[src/source/video_pkg.sv]
package video_pkg;

	// display geometry, in clock cycles and lines
	localparam int H_TOTAL    = 512;
	localparam int H_SYNC     = 8;
	localparam int H_PIX_BEG  = 16;
	localparam int H_ACTIVE   = 32;
	localparam int V_TOTAL    = 12;
	localparam int V_ACTIVE   = 8;
	localparam int V_SYNC_BEG = 10;

	// sprites and memory layout
	localparam int SPR_NUM      = 4;
	localparam int SPR_SIZE     = 8;
	localparam int LINE_WORDS   = 16;
	localparam int PAGE_WORDS   = 256;
	localparam int SPR_PIX_OFFS = 64;

	typedef logic [7:0]  pixel_t;
	typedef logic [20:0] dram_addr_t;
	typedef logic [15:0] dram_data_t;
	typedef logic [7:0]  page_t;
	typedef logic [4:0]  xcoord_t;
	typedef logic [8:0]  hcnt_t;
	typedef logic [3:0]  line_t;
	typedef logic [1:0]  cfg_addr_t;

	typedef struct packed {
		page_t  vpage;
		page_t  sgpage;
		pixel_t border;
	} cfg_t;

	typedef struct packed {
		logic    we;
		xcoord_t col;
		pixel_t  pix;
	} lb_wr_t;

	// descriptor word as stored in sprite page
	typedef struct packed {
		logic       en;
		logic [1:0] rsv_hi;
		logic [4:0] y;
		logic [2:0] rsv_lo;
		logic [4:0] x;
	} spr_desc_t;

	typedef enum logic [2:0] {F_IDLE, F_REQ, F_WAIT, F_WR_LO, F_WR_HI} fetch_state_t;

	typedef enum logic [2:0] {S_IDLE, S_DREQ, S_DWAIT, S_TEST, S_PREQ, S_PWAIT, S_WR} spr_state_t;

endpackage

[src/source/video_ports.sv]
`timescale 1ns/1ns

module video_ports import video_pkg::*; (
	input  logic      clk,
	input  logic      reset,
	input  logic      cfg_wr,
	input  cfg_addr_t cfg_addr,
	input  pixel_t    cfg_data,
	output cfg_t      cfg
);

	// register select decode
	always_ff @(posedge clk) begin
		if (reset) begin
			cfg <= '0;
		end else if (cfg_wr) begin
			case (cfg_addr)
				2'd0: begin
					cfg.vpage <= cfg_data;
				end
				2'd1: begin
					cfg.sgpage <= cfg_data;
				end
				2'd2: begin
					cfg.border <= cfg_data;
				end
				default: begin
					// address 3 is unused
					cfg <= cfg;
				end
			endcase
		end
	end

endmodule

[src/source/video_sync.sv]
`timescale 1ns/1ns

module video_sync import video_pkg::*; (
	input  logic    clk,
	input  logic    reset,
	output logic    hsync,
	output logic    vsync,
	output logic    de,
	output xcoord_t col,
	output logic    line_start,
	output logic    render_start,
	output line_t   next_row
);

	hcnt_t hcount;
	line_t line;
	logic  h_last;
	logic  v_last;

	assign h_last = (hcount == hcnt_t'(H_TOTAL - 1));
	assign v_last = (line == line_t'(V_TOTAL - 1));

	always_ff @(posedge clk) begin
		if (reset) begin
			hcount <= '0;
			line <= '0;
		end else begin
			hcount <= h_last ? '0 : hcount + 1'b1;
			if (h_last) begin
				line <= v_last ? '0 : line + 1'b1;
			end
		end
	end

	// syncs are active high
	assign hsync = (hcount < hcnt_t'(H_SYNC));
	assign vsync = (line >= line_t'(V_SYNC_BEG));

	assign de = (hcount >= hcnt_t'(H_PIX_BEG))
		&& (hcount < hcnt_t'(H_PIX_BEG + H_ACTIVE))
		&& (line < line_t'(V_ACTIVE));
	assign col = xcoord_t'(hcount - hcnt_t'(H_PIX_BEG));

	assign line_start = (hcount == '0);

	// render one line ahead, last blank line prepares row 0
	assign render_start = line_start && (v_last || (line < line_t'(V_ACTIVE - 1)));
	assign next_row = v_last ? '0 : line + 1'b1;

endmodule

[src/source/video_fetch.sv]
`timescale 1ns/1ns

module video_fetch import video_pkg::*; (
	input  logic       clk,
	input  logic       reset,
	input  logic       render_start,
	input  line_t      next_row,
	input  page_t      vpage,
	output logic       req,
	output dram_addr_t addr,
	input  logic       ack,
	input  dram_data_t rdata,
	output lb_wr_t     bm_wr
);

	fetch_state_t state;
	page_t        vpage_l;
	line_t        row_l;
	logic [3:0]   word;
	dram_data_t   data;

	always_ff @(posedge clk) begin
		if (reset) begin
			state <= F_IDLE;
			req <= 1'b0;
			vpage_l <= '0;
			row_l <= '0;
			word <= '0;
		end else begin
			case (state)
				F_IDLE: begin
					if (render_start) begin
						// page is taken fresh for every line
						vpage_l <= vpage;
						row_l <= next_row;
						word <= '0;
						state <= F_REQ;
					end
				end
				F_REQ: begin
					// previous handshake must be fully closed
					if (!ack) begin
						req <= 1'b1;
						state <= F_WAIT;
					end
				end
				F_WAIT: begin
					if (ack) begin
						req <= 1'b0;
						state <= F_WR_LO;
					end
				end
				F_WR_LO: begin
					state <= F_WR_HI;
				end
				F_WR_HI: begin
					if (word == 4'(LINE_WORDS - 1)) begin
						state <= F_IDLE;
					end else begin
						word <= word + 1'b1;
						state <= F_REQ;
					end
				end
				default: begin
					state <= F_IDLE;
				end
			endcase
		end
	end

	always_ff @(posedge clk) begin
		if (state == F_WAIT && ack) begin
			data <= rdata;
		end
	end

	assign addr = dram_addr_t'(vpage_l * PAGE_WORDS + row_l * LINE_WORDS + word);

	// low byte is the left pixel
	assign bm_wr.we = (state == F_WR_LO) || (state == F_WR_HI);
	assign bm_wr.col = {word, state == F_WR_HI};
	assign bm_wr.pix = (state == F_WR_HI) ? data[15:8] : data[7:0];

endmodule

[src/source/video_sprites.sv]
`timescale 1ns/1ns

module video_sprites import video_pkg::*; (
	input  logic       clk,
	input  logic       reset,
	input  logic       render_start,
	input  line_t      next_row,
	input  page_t      sgpage,
	output logic       req,
	output dram_addr_t addr,
	input  logic       ack,
	input  dram_data_t rdata,
	output lb_wr_t     sp_wr
);

	spr_state_t state;
	page_t      sgpage_l;
	line_t      row_l;
	logic [1:0] idx;
	logic [1:0] pword;
	logic       half;
	logic       last_idx;
	spr_desc_t  desc;
	dram_data_t data;
	logic [5:0] dy;
	logic [5:0] colx;
	logic       hit;
	pixel_t     pix;

	// row inside the sprite, negative offsets wrap high and miss
	assign dy = {2'b00, row_l} - {1'b0, desc.y};
	assign hit = desc.en && (dy < 6'(SPR_SIZE));
	assign last_idx = (idx == 2'(SPR_NUM - 1));

	always_ff @(posedge clk) begin
		if (reset) begin
			state <= S_IDLE;
			req <= 1'b0;
			sgpage_l <= '0;
			row_l <= '0;
			idx <= '0;
			pword <= '0;
			half <= 1'b0;
		end else begin
			case (state)
				S_IDLE: begin
					if (render_start) begin
						sgpage_l <= sgpage;
						row_l <= next_row;
						idx <= '0;
						state <= S_DREQ;
					end
				end
				S_DREQ: begin
					if (!ack) begin
						req <= 1'b1;
						state <= S_DWAIT;
					end
				end
				S_DWAIT: begin
					if (ack) begin
						req <= 1'b0;
						state <= S_TEST;
					end
				end
				S_TEST: begin
					if (hit) begin
						pword <= '0;
						state <= S_PREQ;
					end else if (last_idx) begin
						state <= S_IDLE;
					end else begin
						idx <= idx + 1'b1;
						state <= S_DREQ;
					end
				end
				S_PREQ: begin
					if (!ack) begin
						req <= 1'b1;
						state <= S_PWAIT;
					end
				end
				S_PWAIT: begin
					if (ack) begin
						req <= 1'b0;
						half <= 1'b0;
						state <= S_WR;
					end
				end
				S_WR: begin
					half <= ~half;
					if (half) begin
						if (pword != 2'd3) begin
							pword <= pword + 1'b1;
							state <= S_PREQ;
						end else if (last_idx) begin
							state <= S_IDLE;
						end else begin
							idx <= idx + 1'b1;
							state <= S_DREQ;
						end
					end
				end
				default: begin
					state <= S_IDLE;
				end
			endcase
		end
	end

	always_ff @(posedge clk) begin
		if (state == S_DWAIT && ack) begin
			desc <= spr_desc_t'(rdata);
		end
		if (state == S_PWAIT && ack) begin
			data <= rdata;
		end
	end

	// descriptors first, then 4 words per sprite row
	always_comb begin
		if (state == S_DREQ || state == S_DWAIT) begin
			addr = dram_addr_t'(sgpage_l * PAGE_WORDS + idx);
		end else begin
			addr = dram_addr_t'(sgpage_l * PAGE_WORDS + SPR_PIX_OFFS
				+ idx * SPR_SIZE * 4 + dy[2:0] * 4 + pword);
		end
	end

	assign pix = half ? data[15:8] : data[7:0];
	assign colx = {1'b0, desc.x} + {3'b000, pword, half};

	// zero is transparent, off-screen columns dropped
	assign sp_wr.we = (state == S_WR) && (pix != '0) && (colx < 6'(H_ACTIVE));
	assign sp_wr.col = colx[4:0];
	assign sp_wr.pix = pix;

endmodule

[src/source/dram_arbiter.sv]
`timescale 1ns/1ns

module dram_arbiter import video_pkg::*; (
	input  logic       clk,
	input  logic       reset,
	input  logic       c0_req,
	input  dram_addr_t c0_addr,
	output logic       c0_ack,
	output dram_data_t c0_rdata,
	input  logic       c1_req,
	input  dram_addr_t c1_addr,
	output logic       c1_ack,
	output dram_data_t c1_rdata,
	output logic       dram_req,
	output dram_addr_t dram_addr,
	input  logic       dram_ack,
	input  dram_data_t dram_rdata
);

	// owner doubles as last served client when idle
	logic owner;
	logic active;
	logic owner_req;

	assign owner_req = owner ? c1_req : c0_req;

	always_ff @(posedge clk) begin
		if (reset) begin
			owner <= 1'b1;
			active <= 1'b0;
		end else if (!active) begin
			if (c0_req && c1_req) begin
				owner <= ~owner;
				active <= 1'b1;
			end else if (c0_req || c1_req) begin
				owner <= c1_req;
				active <= 1'b1;
			end
		end else if (!owner_req && !dram_ack) begin
			// handshake closed on both sides
			active <= 1'b0;
		end
	end

	assign dram_req = active && owner_req;
	assign dram_addr = owner ? c1_addr : c0_addr;

	assign c0_ack = active && !owner && dram_ack;
	assign c1_ack = active && owner && dram_ack;
	assign c0_rdata = dram_rdata;
	assign c1_rdata = dram_rdata;

endmodule

[src/source/video_linebuf.sv]
`timescale 1ns/1ns

module video_linebuf import video_pkg::*; (
	input  logic    clk,
	input  logic    reset,
	input  logic    line_start,
	input  lb_wr_t  bm_wr,
	input  lb_wr_t  sp_wr,
	input  logic    de,
	input  xcoord_t col,
	input  pixel_t  border,
	output pixel_t  pixel
);

	pixel_t              bm_mem  [0:1][0:H_ACTIVE-1];
	pixel_t              spr_mem [0:1][0:H_ACTIVE-1];
	logic [H_ACTIVE-1:0] spr_valid [0:1];
	logic                wr_half;
	logic                rd_half;

	assign rd_half = ~wr_half;

	always_ff @(posedge clk) begin
		if (reset) begin
			wr_half <= 1'b0;
			spr_valid[0] <= '0;
			spr_valid[1] <= '0;
		end else if (line_start) begin
			// displayed half becomes the render target
			wr_half <= ~wr_half;
			spr_valid[rd_half] <= '0;
		end else if (sp_wr.we) begin
			spr_valid[wr_half][sp_wr.col] <= 1'b1;
		end
	end

	always_ff @(posedge clk) begin
		if (bm_wr.we) begin
			bm_mem[wr_half][bm_wr.col] <= bm_wr.pix;
		end
		if (sp_wr.we) begin
			spr_mem[wr_half][sp_wr.col] <= sp_wr.pix;
		end
	end

	// sprite layer over bitmap, border outside active area
	always_ff @(posedge clk) begin
		if (!de) begin
			pixel <= border;
		end else if (spr_valid[rd_half][col]) begin
			pixel <= spr_mem[rd_half][col];
		end else begin
			pixel <= bm_mem[rd_half][col];
		end
	end

endmodule

[src/source/video_top.sv]
`timescale 1ns/1ns

module video_top import video_pkg::*; (
	input  logic       clk,
	input  logic       reset,
	input  logic       cfg_wr,
	input  cfg_addr_t  cfg_addr,
	input  pixel_t     cfg_data,
	output logic       dram_req,
	output dram_addr_t dram_addr,
	input  logic       dram_ack,
	input  dram_data_t dram_rdata,
	output logic       hsync,
	output logic       vsync,
	output logic       pixel_de,
	output pixel_t     pixel
);

	cfg_t cfg;

	// sync strobes
	logic    de;
	xcoord_t col;
	logic    line_start;
	logic    render_start;
	line_t   next_row;

	// engine clients
	logic       bm_req;
	dram_addr_t bm_addr;
	logic       bm_ack;
	dram_data_t bm_rdata;
	logic       sp_req;
	dram_addr_t sp_addr;
	logic       sp_ack;
	dram_data_t sp_rdata;

	lb_wr_t bm_wr;
	lb_wr_t sp_wr;

	video_ports video_ports (
		.clk      (clk),
		.reset    (reset),
		.cfg_wr   (cfg_wr),
		.cfg_addr (cfg_addr),
		.cfg_data (cfg_data),
		.cfg      (cfg)
	);

	video_sync video_sync (
		.clk          (clk),
		.reset        (reset),
		.hsync        (hsync),
		.vsync        (vsync),
		.de           (de),
		.col          (col),
		.line_start   (line_start),
		.render_start (render_start),
		.next_row     (next_row)
	);

	video_fetch video_fetch (
		.clk          (clk),
		.reset        (reset),
		.render_start (render_start),
		.next_row     (next_row),
		.vpage        (cfg.vpage),
		.req          (bm_req),
		.addr         (bm_addr),
		.ack          (bm_ack),
		.rdata        (bm_rdata),
		.bm_wr        (bm_wr)
	);

	video_sprites video_sprites (
		.clk          (clk),
		.reset        (reset),
		.render_start (render_start),
		.next_row     (next_row),
		.sgpage       (cfg.sgpage),
		.req          (sp_req),
		.addr         (sp_addr),
		.ack          (sp_ack),
		.rdata        (sp_rdata),
		.sp_wr        (sp_wr)
	);

	dram_arbiter dram_arbiter (
		.clk        (clk),
		.reset      (reset),
		.c0_req     (bm_req),
		.c0_addr    (bm_addr),
		.c0_ack     (bm_ack),
		.c0_rdata   (bm_rdata),
		.c1_req     (sp_req),
		.c1_addr    (sp_addr),
		.c1_ack     (sp_ack),
		.c1_rdata   (sp_rdata),
		.dram_req   (dram_req),
		.dram_addr  (dram_addr),
		.dram_ack   (dram_ack),
		.dram_rdata (dram_rdata)
	);

	video_linebuf video_linebuf (
		.clk        (clk),
		.reset      (reset),
		.line_start (line_start),
		.bm_wr      (bm_wr),
		.sp_wr      (sp_wr),
		.de         (de),
		.col        (col),
		.border     (cfg.border),
		.pixel      (pixel)
	);

	// aligned with the registered pixel
	always_ff @(posedge clk) begin
		if (reset) begin
			pixel_de <= 1'b0;
		end else begin
			pixel_de <= de;
		end
	end

endmodule

[config.mk]
export PLATFORM = sky130hd
export DESIGN_NAME = video_top
export DESIGN_NICKNAME = d
export VERILOG_FILES = /design/src/source/video_pkg.sv /design/src/source/video_ports.sv /design/src/source/video_sync.sv /design/src/source/video_fetch.sv /design/src/source/video_sprites.sv /design/src/source/dram_arbiter.sv /design/src/source/video_linebuf.sv /design/src/source/video_top.sv
export SDC_FILE = /design/constraint.sdc
export NUM_CORES = 1
export LEC_CHECK = 0
export BUFFER_PORTS_ARGS = -buffer_cell sky130_fd_sc_hd__buf_2
export CORE_UTILIZATION = 57
export CTS_BUF_LIST = sky130_fd_sc_hd__clkbuf_8 sky130_fd_sc_hd__clkbuf_16
export DETAILED_ROUTE_END_ITERATION = 8
export PLACE_DENSITY = 0.78
export SLEW_MARGIN = 20
export SYNTH_ARGS = -nofsm -noshare
export SYNTH_HDL_FRONTEND = slang
export SYNTH_SLANG_ARGS = --single-unit
[constraint.sdc]
create_clock -name clk -period 2.9 [get_ports clk]
set_input_delay 0.58 -clock clk [delete_from_list [all_inputs] [get_ports clk]]
set_output_delay 0.58 -clock clk [all_outputs]
set_load 0.01 [all_outputs]
# Word-level counts from Yosys, hierarchy flattened
# Memories as Yosys holds them, arrays and structs flattened.
# Cells that the tools add are included.
[word_totals]
memories = 3
reg_bits = 133
in_bits = 30
out_inout_bits = 33
ram_bits = 1088
[op_classes]
reduce_logical = 57
magnitude_cmp = 16
n_eq_ne = 33
n_mux = 80
n_bitwise = 7
addsub = 15
[memory_table]
columns = ["name", "words", "width", "rd", "rd_ports_with_merged_regs", "wr", "line", "source"]
rows = [
  ["video_linebuf.bm_mem", 2, 256, 1, 0, 1, "video_linebuf.sv:15", "pixel_t bm_mem [0:1][0:H_ACTIVE-1];"],
  ["video_linebuf.spr_mem", 2, 256, 1, 0, 1, "video_linebuf.sv:16", "pixel_t spr_mem [0:1][0:H_ACTIVE-1];"],
  ["video_linebuf.spr_valid", 2, 32, 1, 0, 2, "video_linebuf.sv:17", "logic [H_ACTIVE-1:0] spr_valid [0:1];"],
]
[ops]
columns = ["op", "count"]
rows = [
  ["$mux 256", 2],
  ["$mux 32", 4],
  ["$bmux 8 s5", 2],
  ["$demux 8 s5", 2],
  ["$mux 8", 10],
  ["$reduce_or 32->1", 2],
  ["$mux 21", 2],
  ["$mux 3", 10],
  ["$mux 1", 27],
  ["$add 21x2->21", 1],
  ["$add 21x4->21", 1],
  ["$add 21x5->21", 1],
  ["$add 21x7->21", 1],
  ["$pmux 3 s7", 1],
  ["$ne 2x2->1 const B", 10],
  ["$logic_and 1x1->1", 19],
  ["$ge 6x6->1 const B", 3],
  ["$not 5->6", 3],
  ["$add 16x2->17", 1],
  ["$add 16x7->17 const B", 1],
  ["$add 16x8->17", 1],
  ["$mux 2", 8],
  ["$pmux 3 s5", 1],
  ["$ne 2x1->1 const B", 7],
  ["other kinds (46)", 88],
]

# Depth between registers and ports, before layout
[depth]
depth_word = 10
depth_mapped = 14

# Cells and area by module
# Synthesis repeated with hierarchy kept, for this count alone.
[hier_totals]
cells_unflattened = 2985
hier_area_um2 = 50130.6
[modules_own_cells]
columns = ["module", "instances", "cells_per_inst", "seq_area_each_um2", "area_each_um2"]
rows = [
  ["video_linebuf", 1, 2352, 32851.5, 43830.8],
  ["video_sprites", 1, 228, 1231.2, 2369.8],
  ["video_fetch", 1, 152, 880.8, 1522.7],
  ["video_ports", 1, 91, 480.5, 999.7],
  ["video_sync", 1, 91, 260.2, 755.7],
  ["dram_arbiter", 1, 69, 40.0, 618.1],
  ["video_top", 1, 2, 20.0, 33.8],
]

# Least setup slack after synthesis
# Ideal clock, no wire load.
[synth_timing]
kind = "reg2reg"
from = "register video_sync.hcount[0]"
to = "memory video_linebuf.spr_valid[0][0] (enable)"
setup_time_ns = 0.310
synth_period_minus_slack_ns = 3.101
n_path_buf = 6
stages_incl_launch_ff = 14
required_ns = 2.590
t_arrival_ns = 2.791
setup_slack_ns = -0.201
path_cell_list = "dfxtp_1 > buf_4 > buf_4 > buf_4 > buf_2 > inv_1 > ha_1 > nor3b_1 > and2_1 > clkbuf_1 > nor4_1 > clkbuf_1 > nand3_1 > o21ai_0"
[synth_rtl]
columns = ["element", "line", "source"]
rows = [
  ["start: declaration", "video_sync.sv:15", "hcnt_t hcount;"],
  ["start signal: assignment", "video_sync.sv:28", "hcount <= h_last ? '0 : hcount + 1'b1;"],
  ["end: declaration", "video_linebuf.sv:17", ""],
]

# Worst setup path after layout
[layout_timing]
from = "register video_linebuf.wr_half"
to = "register video_linebuf.pixel[7]"
[layout_between]
elab_chain_cells = 7
elab_cells_between_ends = 14
[layout_rtl]
columns = ["element", "line", "source"]
rows = [
  ["start: declaration", "video_linebuf.sv:18", "logic wr_half;"],
  ["start signal: assignment", "video_linebuf.sv:30", "wr_half <= ~wr_half;"],
  ["$not 1->1 (*)", "video_linebuf.sv:21", "assign rd_half = ~wr_half;"],
  ["$mem_v2 2x256 (on tied branches)", "-", ""],
  ["$bmux 8 s5 (on tied branches)", "video_linebuf.sv:53, video_linebuf.sv:51", ""],
  ["$mux 8 (on tied branches) (2 in a row)", "video_linebuf.sv:53, video_linebuf.sv:51", ""],
  ["$mux 8 (*)", "video_linebuf.sv:50", "end else if (spr_valid[rd_half][col]) begin"],
  ["$mux 8 (*)", "video_linebuf.sv:48", "if (!de) begin"],
  ["end signal: assignment", "video_linebuf.sv:49", "pixel <= border;"],
  ["end signal: assignment", "video_linebuf.sv:51", "pixel <= spr_mem[rd_half][col];"],
  ["end signal: assignment", "video_linebuf.sv:53", "pixel <= bm_mem[rd_half][col];"],
  ["end: declaration", "video_linebuf.sv:12", "output pixel_t pixel"],
]
# Every way passes the cells marked *; elsewhere a longest branch is shown, timed or not. The select of a mux whose other input is x is not followed.
# A chain may end at the register's enable or synchronous reset.

==> results.tsv <==
stage	metric	value	unit
status	status	complete, but fails checks	
status	failing checks	negative setup slack	
die	die area	0.0878	mm2
sta	Final Slew Violations	0	
clock_tree	CTS tree	yes	
setup_path	Worst Setup Path Type	reg -> reg	
placed_design	number of port buffers	57	
logic_synthesis	top post-synthesis cells by area	edfxtp_1 (69%), mux4_2 (11%), dfxtp_1 (3.7%)	
global_route	antenna violations before repair	3	
power_and_ir_drop	sequential power share	49.6	%
power_and_ir_drop	pwr/cell area	681	mW/mm2
route	WL per Instance	29.7	um
logic_synthesis	Yosys top cell area share	68.8	%
clock_tree	root buf cell	clkbuf_16	
power_and_ir_drop	sw frac	23.6	%
setup_path	CP Capture Type	flop	
sta	Slew headroom	33.0	%
power_and_ir_drop	NetSw	9190	uW
final_layout	share of cells above drive strength 1	28.7	%
logic_synthesis	syn avg cell area	17.6	um2
sta	crit path setup slack, layout	-0.0247	ns
logic_synthesis	Seq/Total Area, Yosys	72.5	%
sta	Fmax	0.342	GHz
power_and_ir_drop	maximum vdd drop	0.000533	V
logic_synthesis	number of synthesized flops with an enable pin	1131	
clock_tree	buffer depth of the longest clock path	3	
sta	part of the cycle the worst path needs	101	%
logic_synthesis	yosys warns	0	
power_and_ir_drop	clock network power share	38.3	%
logic_synthesis	Seq cells post-synth	1221	
sta	Min Clock Period, post-route	2.92	ns
die	Horiz. Die Dim	296	um
die	row count	107	
clock_tree	clock transition at the registers of the reported paths	0.06	ns
route	vias per cell	6.58	
logic_synthesis	Synth Flop Type	edfxtp_1	
final_layout	Final #Nets	3218	
setup_path	Critical Path RT	3.47	ns
global_route	first-pass GRT wire length	192	mm
worst_hold_path	Min-Delay Path Class	in -> reg	
global_route	vias in the first global route	28931	
route	Residual DRC	0	
power_and_ir_drop	Comb pwr share	12.2	%
global_route	gr ovfl total	0	
setup_path	crit-path max FO	7	
route	1st-iter DRT viols	4551	
die	chip height	296	um
die	core area	0.0854	mm2
final_layout	synthesis-to-finish area growth	16.1	%
power_and_ir_drop	Leakage	0.0192	uW
placed_design	detailed-placement wirelength estimate	83.2	mm
logic_synthesis	synthesized area	0.0494	mm2
run	max-cap check violation count	0	
setup_path	Startpoint Class	flop	
clock_tree	H-Tree Depth	3	
route	antenna-violating nets left	0	
logic_synthesis	async set-reset flop share out of synthesis	0	%
sta	setup violators final	2	
sta	worst hold slack	0.0806	ns
sta	Worst Clk Skew	0.0311	ns
power_and_ir_drop	Internal Power	29800	uW
route	final wirelength	131	mm
placed_design	pre-CTS setup slack	-0.209	ns
die	Initial Utilization	57.8	%
logic_synthesis	Yosys cell types	69	
logic_synthesis	post-synthesis cell count	2809	
sta	Slew @ Worst Pin	1.00	ns
global_route	total track usage	30.3	%
route	vias post-DR	29054	
route	first-pass iteration count of the detailed router	7	
logic_synthesis	cell taking the most area after synthesis	edfxtp_1	
clock_tree	hold buffer count at CTS	0	
clock_tree	clk sinks	1221	
clock_tree	clock latency on the worst-skew pair	0.70	ns
global_route	largest net degree at the start of global routing	65	
die	Ports	63	
sta	final hold viol count	0	
clock_tree	Num CTS Buffers	113	
placed_design	Routability Congestion	0.925	
setup_path	critical path arrival	3.50	ns
==> repair_timing <==
action | in CTS | in global routing
pin swaps | 0 | 3
endpoints found under the setup margin | 66 | 552
buffers inserted | 4 | 13
cloned | 0 | 1
gates resized for setup | 16 | 28
==> power groups by stage <==
stage | Clock, uW | Sequential [uW] | Combinational [uW]
CTS | 15000 | 19300 | 4550
detailed placement | 0 | 19700 | 4440
global placement | 0 | 19700 | 4340
finish | 14900 | 19300 | 4740
global route | 15600 | 19300 | 4960
floorplan | 0 | 19600 | 2950
==> state kept, by name, summed over array words and instances, names as in the netlist, 4 cells and up <==
name	count
video_fetch.vpage_l	8
video_linebuf.spr_valid	64
video_sprites.data	16
video_fetch.word	4
video_linebuf.bm_mem	512
video_sync.hcount	9
video_fetch.row_l	4
video_sync.line	4
video_linebuf.pixel	8
video_sprites.sgpage_l	8
video_ports.cfg	24
video_sprites.desc	11
video_sprites.row_l	4
video_linebuf.spr_mem	512
video_fetch.data	16
==> synthesized netlist by cell type (6+ instances only) <==
cell type,instances
a31oi_1,14
buf_2,38
nand3_1,42
or2_2,7
nor4_1,12
xnor2_1,10
edfxtp_1,1131
nor2_1,298
o221ai_1,7
mux4_1,9
mux2_2,43
mux4_2,242
inv_1,24
buf_4,26
o22ai_1,24
ha_1,14
nand3b_1,10
a211oi_1,14
o31ai_1,6
dfxtp_1,90
nand2_1,132
and2_1,7
clkbuf_1,88
nor2b_1,15
a221oi_1,7
a21oi_1,72
a22oi_1,34
o21ai_0,94
a22o_1,7
and3_1,7
mux2i_1,128
or3_1,11
nand2b_1,14
buf_1,13
buf_6,15
nor3_1,28
==> routing by layer <==
layer / vias to the layer above / GRT usage, % / share of wire, % / wire length [um]
met1: 14556 / 40.6 / 35 / 46100
met2: 2218 / 48.2 / 48 / 62600
met5: - / 0 / 0 / 0
met4: 0 / 13.1 / 5.0 / 6550
li1: 11871 / - / - / -
met3: 409 / 6.96 / 12 / 15700
==> cells in the final DEF, fill, tap and decap left out, drive strengths merged, types with 42 or more instances in the layout <==
master / netlist / routed
edfxtp: 1131 / 1131
o21ai: 98 / 98
dfxtp: 90 / 90
inv: 24 / 59
a21oi: 72 / 72
clkbuf: 88 / 119
nand3: 42 / 42
nand2: 132 / 132
buf: 96 / 427
mux2i: 128 / 128
mux2: 43 / 43
nor2: 298 / 298
mux4: 251 / 251
==> cell families (layout without fill, tap and decap cells) <==
group,Yosys count,in the layout,synth area share (%)
flops,1221,1221,72.5
simple gates,603,603,5.40
mux,422,422,15.1
compound gates,323,323,4.11
buf+inv,208,664,2.22
fa+ha+maj,16,16,0.436
xor+xnor,15,15,0.266
other cells,1,7,0.00760
==> worst paths after layout <==
kind                                                           from                                  end  slack (ns)  cells after the start
worst max-delay path             video_linebuf.wr_half$_SDFFE_PP0N_       video_linebuf.pixel[7]$_DFF_P_       -0.02                      9
worst max register to register   video_linebuf.wr_half$_SDFFE_PP0N_       video_linebuf.pixel[7]$_DFF_P_       -0.02                      9
worst min-delay path                                 dram_rdata[14]     video_sprites.data[14]$_DFFE_PP_        0.08                      1
worst min register to register  video_fetch.vpage_l[1]$_SDFFE_PP0P_  video_fetch.vpage_l[1]$_SDFFE_PP0P_        0.46                      2
==> worst max-delay path, cell delays in order (launching register included) <==
cell and delay (ns):
dfxtp_4 0.47, buf_4 0.18, buf_12 0.13, mux4_2 0.52, mux2i_1 0.34, o22ai_1 0.18, nor3_1 0.25, buf_4 0.14
o21ai_1 0.18, a221o_1 0.40
==> final cells by class <==
type / instances / area, um2
multi-input combinational: 1384 / 12700
inverter: 24 / 90.1
antenna: 2 / 5.00
sequential: 1221 / 35800
tap: 1144 / 1430
fill: 5385 / 28100
clock buffer: 118 / 2910
timing repair buffer: 428 / 3530
clock inverter: 94 / 830
==> metrics by stage <==
| stage | total power, uW | area [um2] | instances | TNS (ns) | util, % |
|---|---|---|---|---|---|
| 6_report | 39000 | 57300 | 4415 | -0.0318 | 67.1 |
| 5_1_grt | 39900 | 57300 | 4413 | -0.0224 | 67.1 |
| 4_1_cts | 38800 | 57100 | 4399 | 0 | 66.8 |
| 3_5_place_dp | 24200 | 53200 | 4183 | -2.15 | 62.3 |
| 3_3_place_gp | 24000 | 53200 | 4183 | -1.48 | 62.3 |
| 2_1_floorplan | 22600 | 49400 | 2813 | -20.71 | - |
Power figures use the tool's default switching activity.
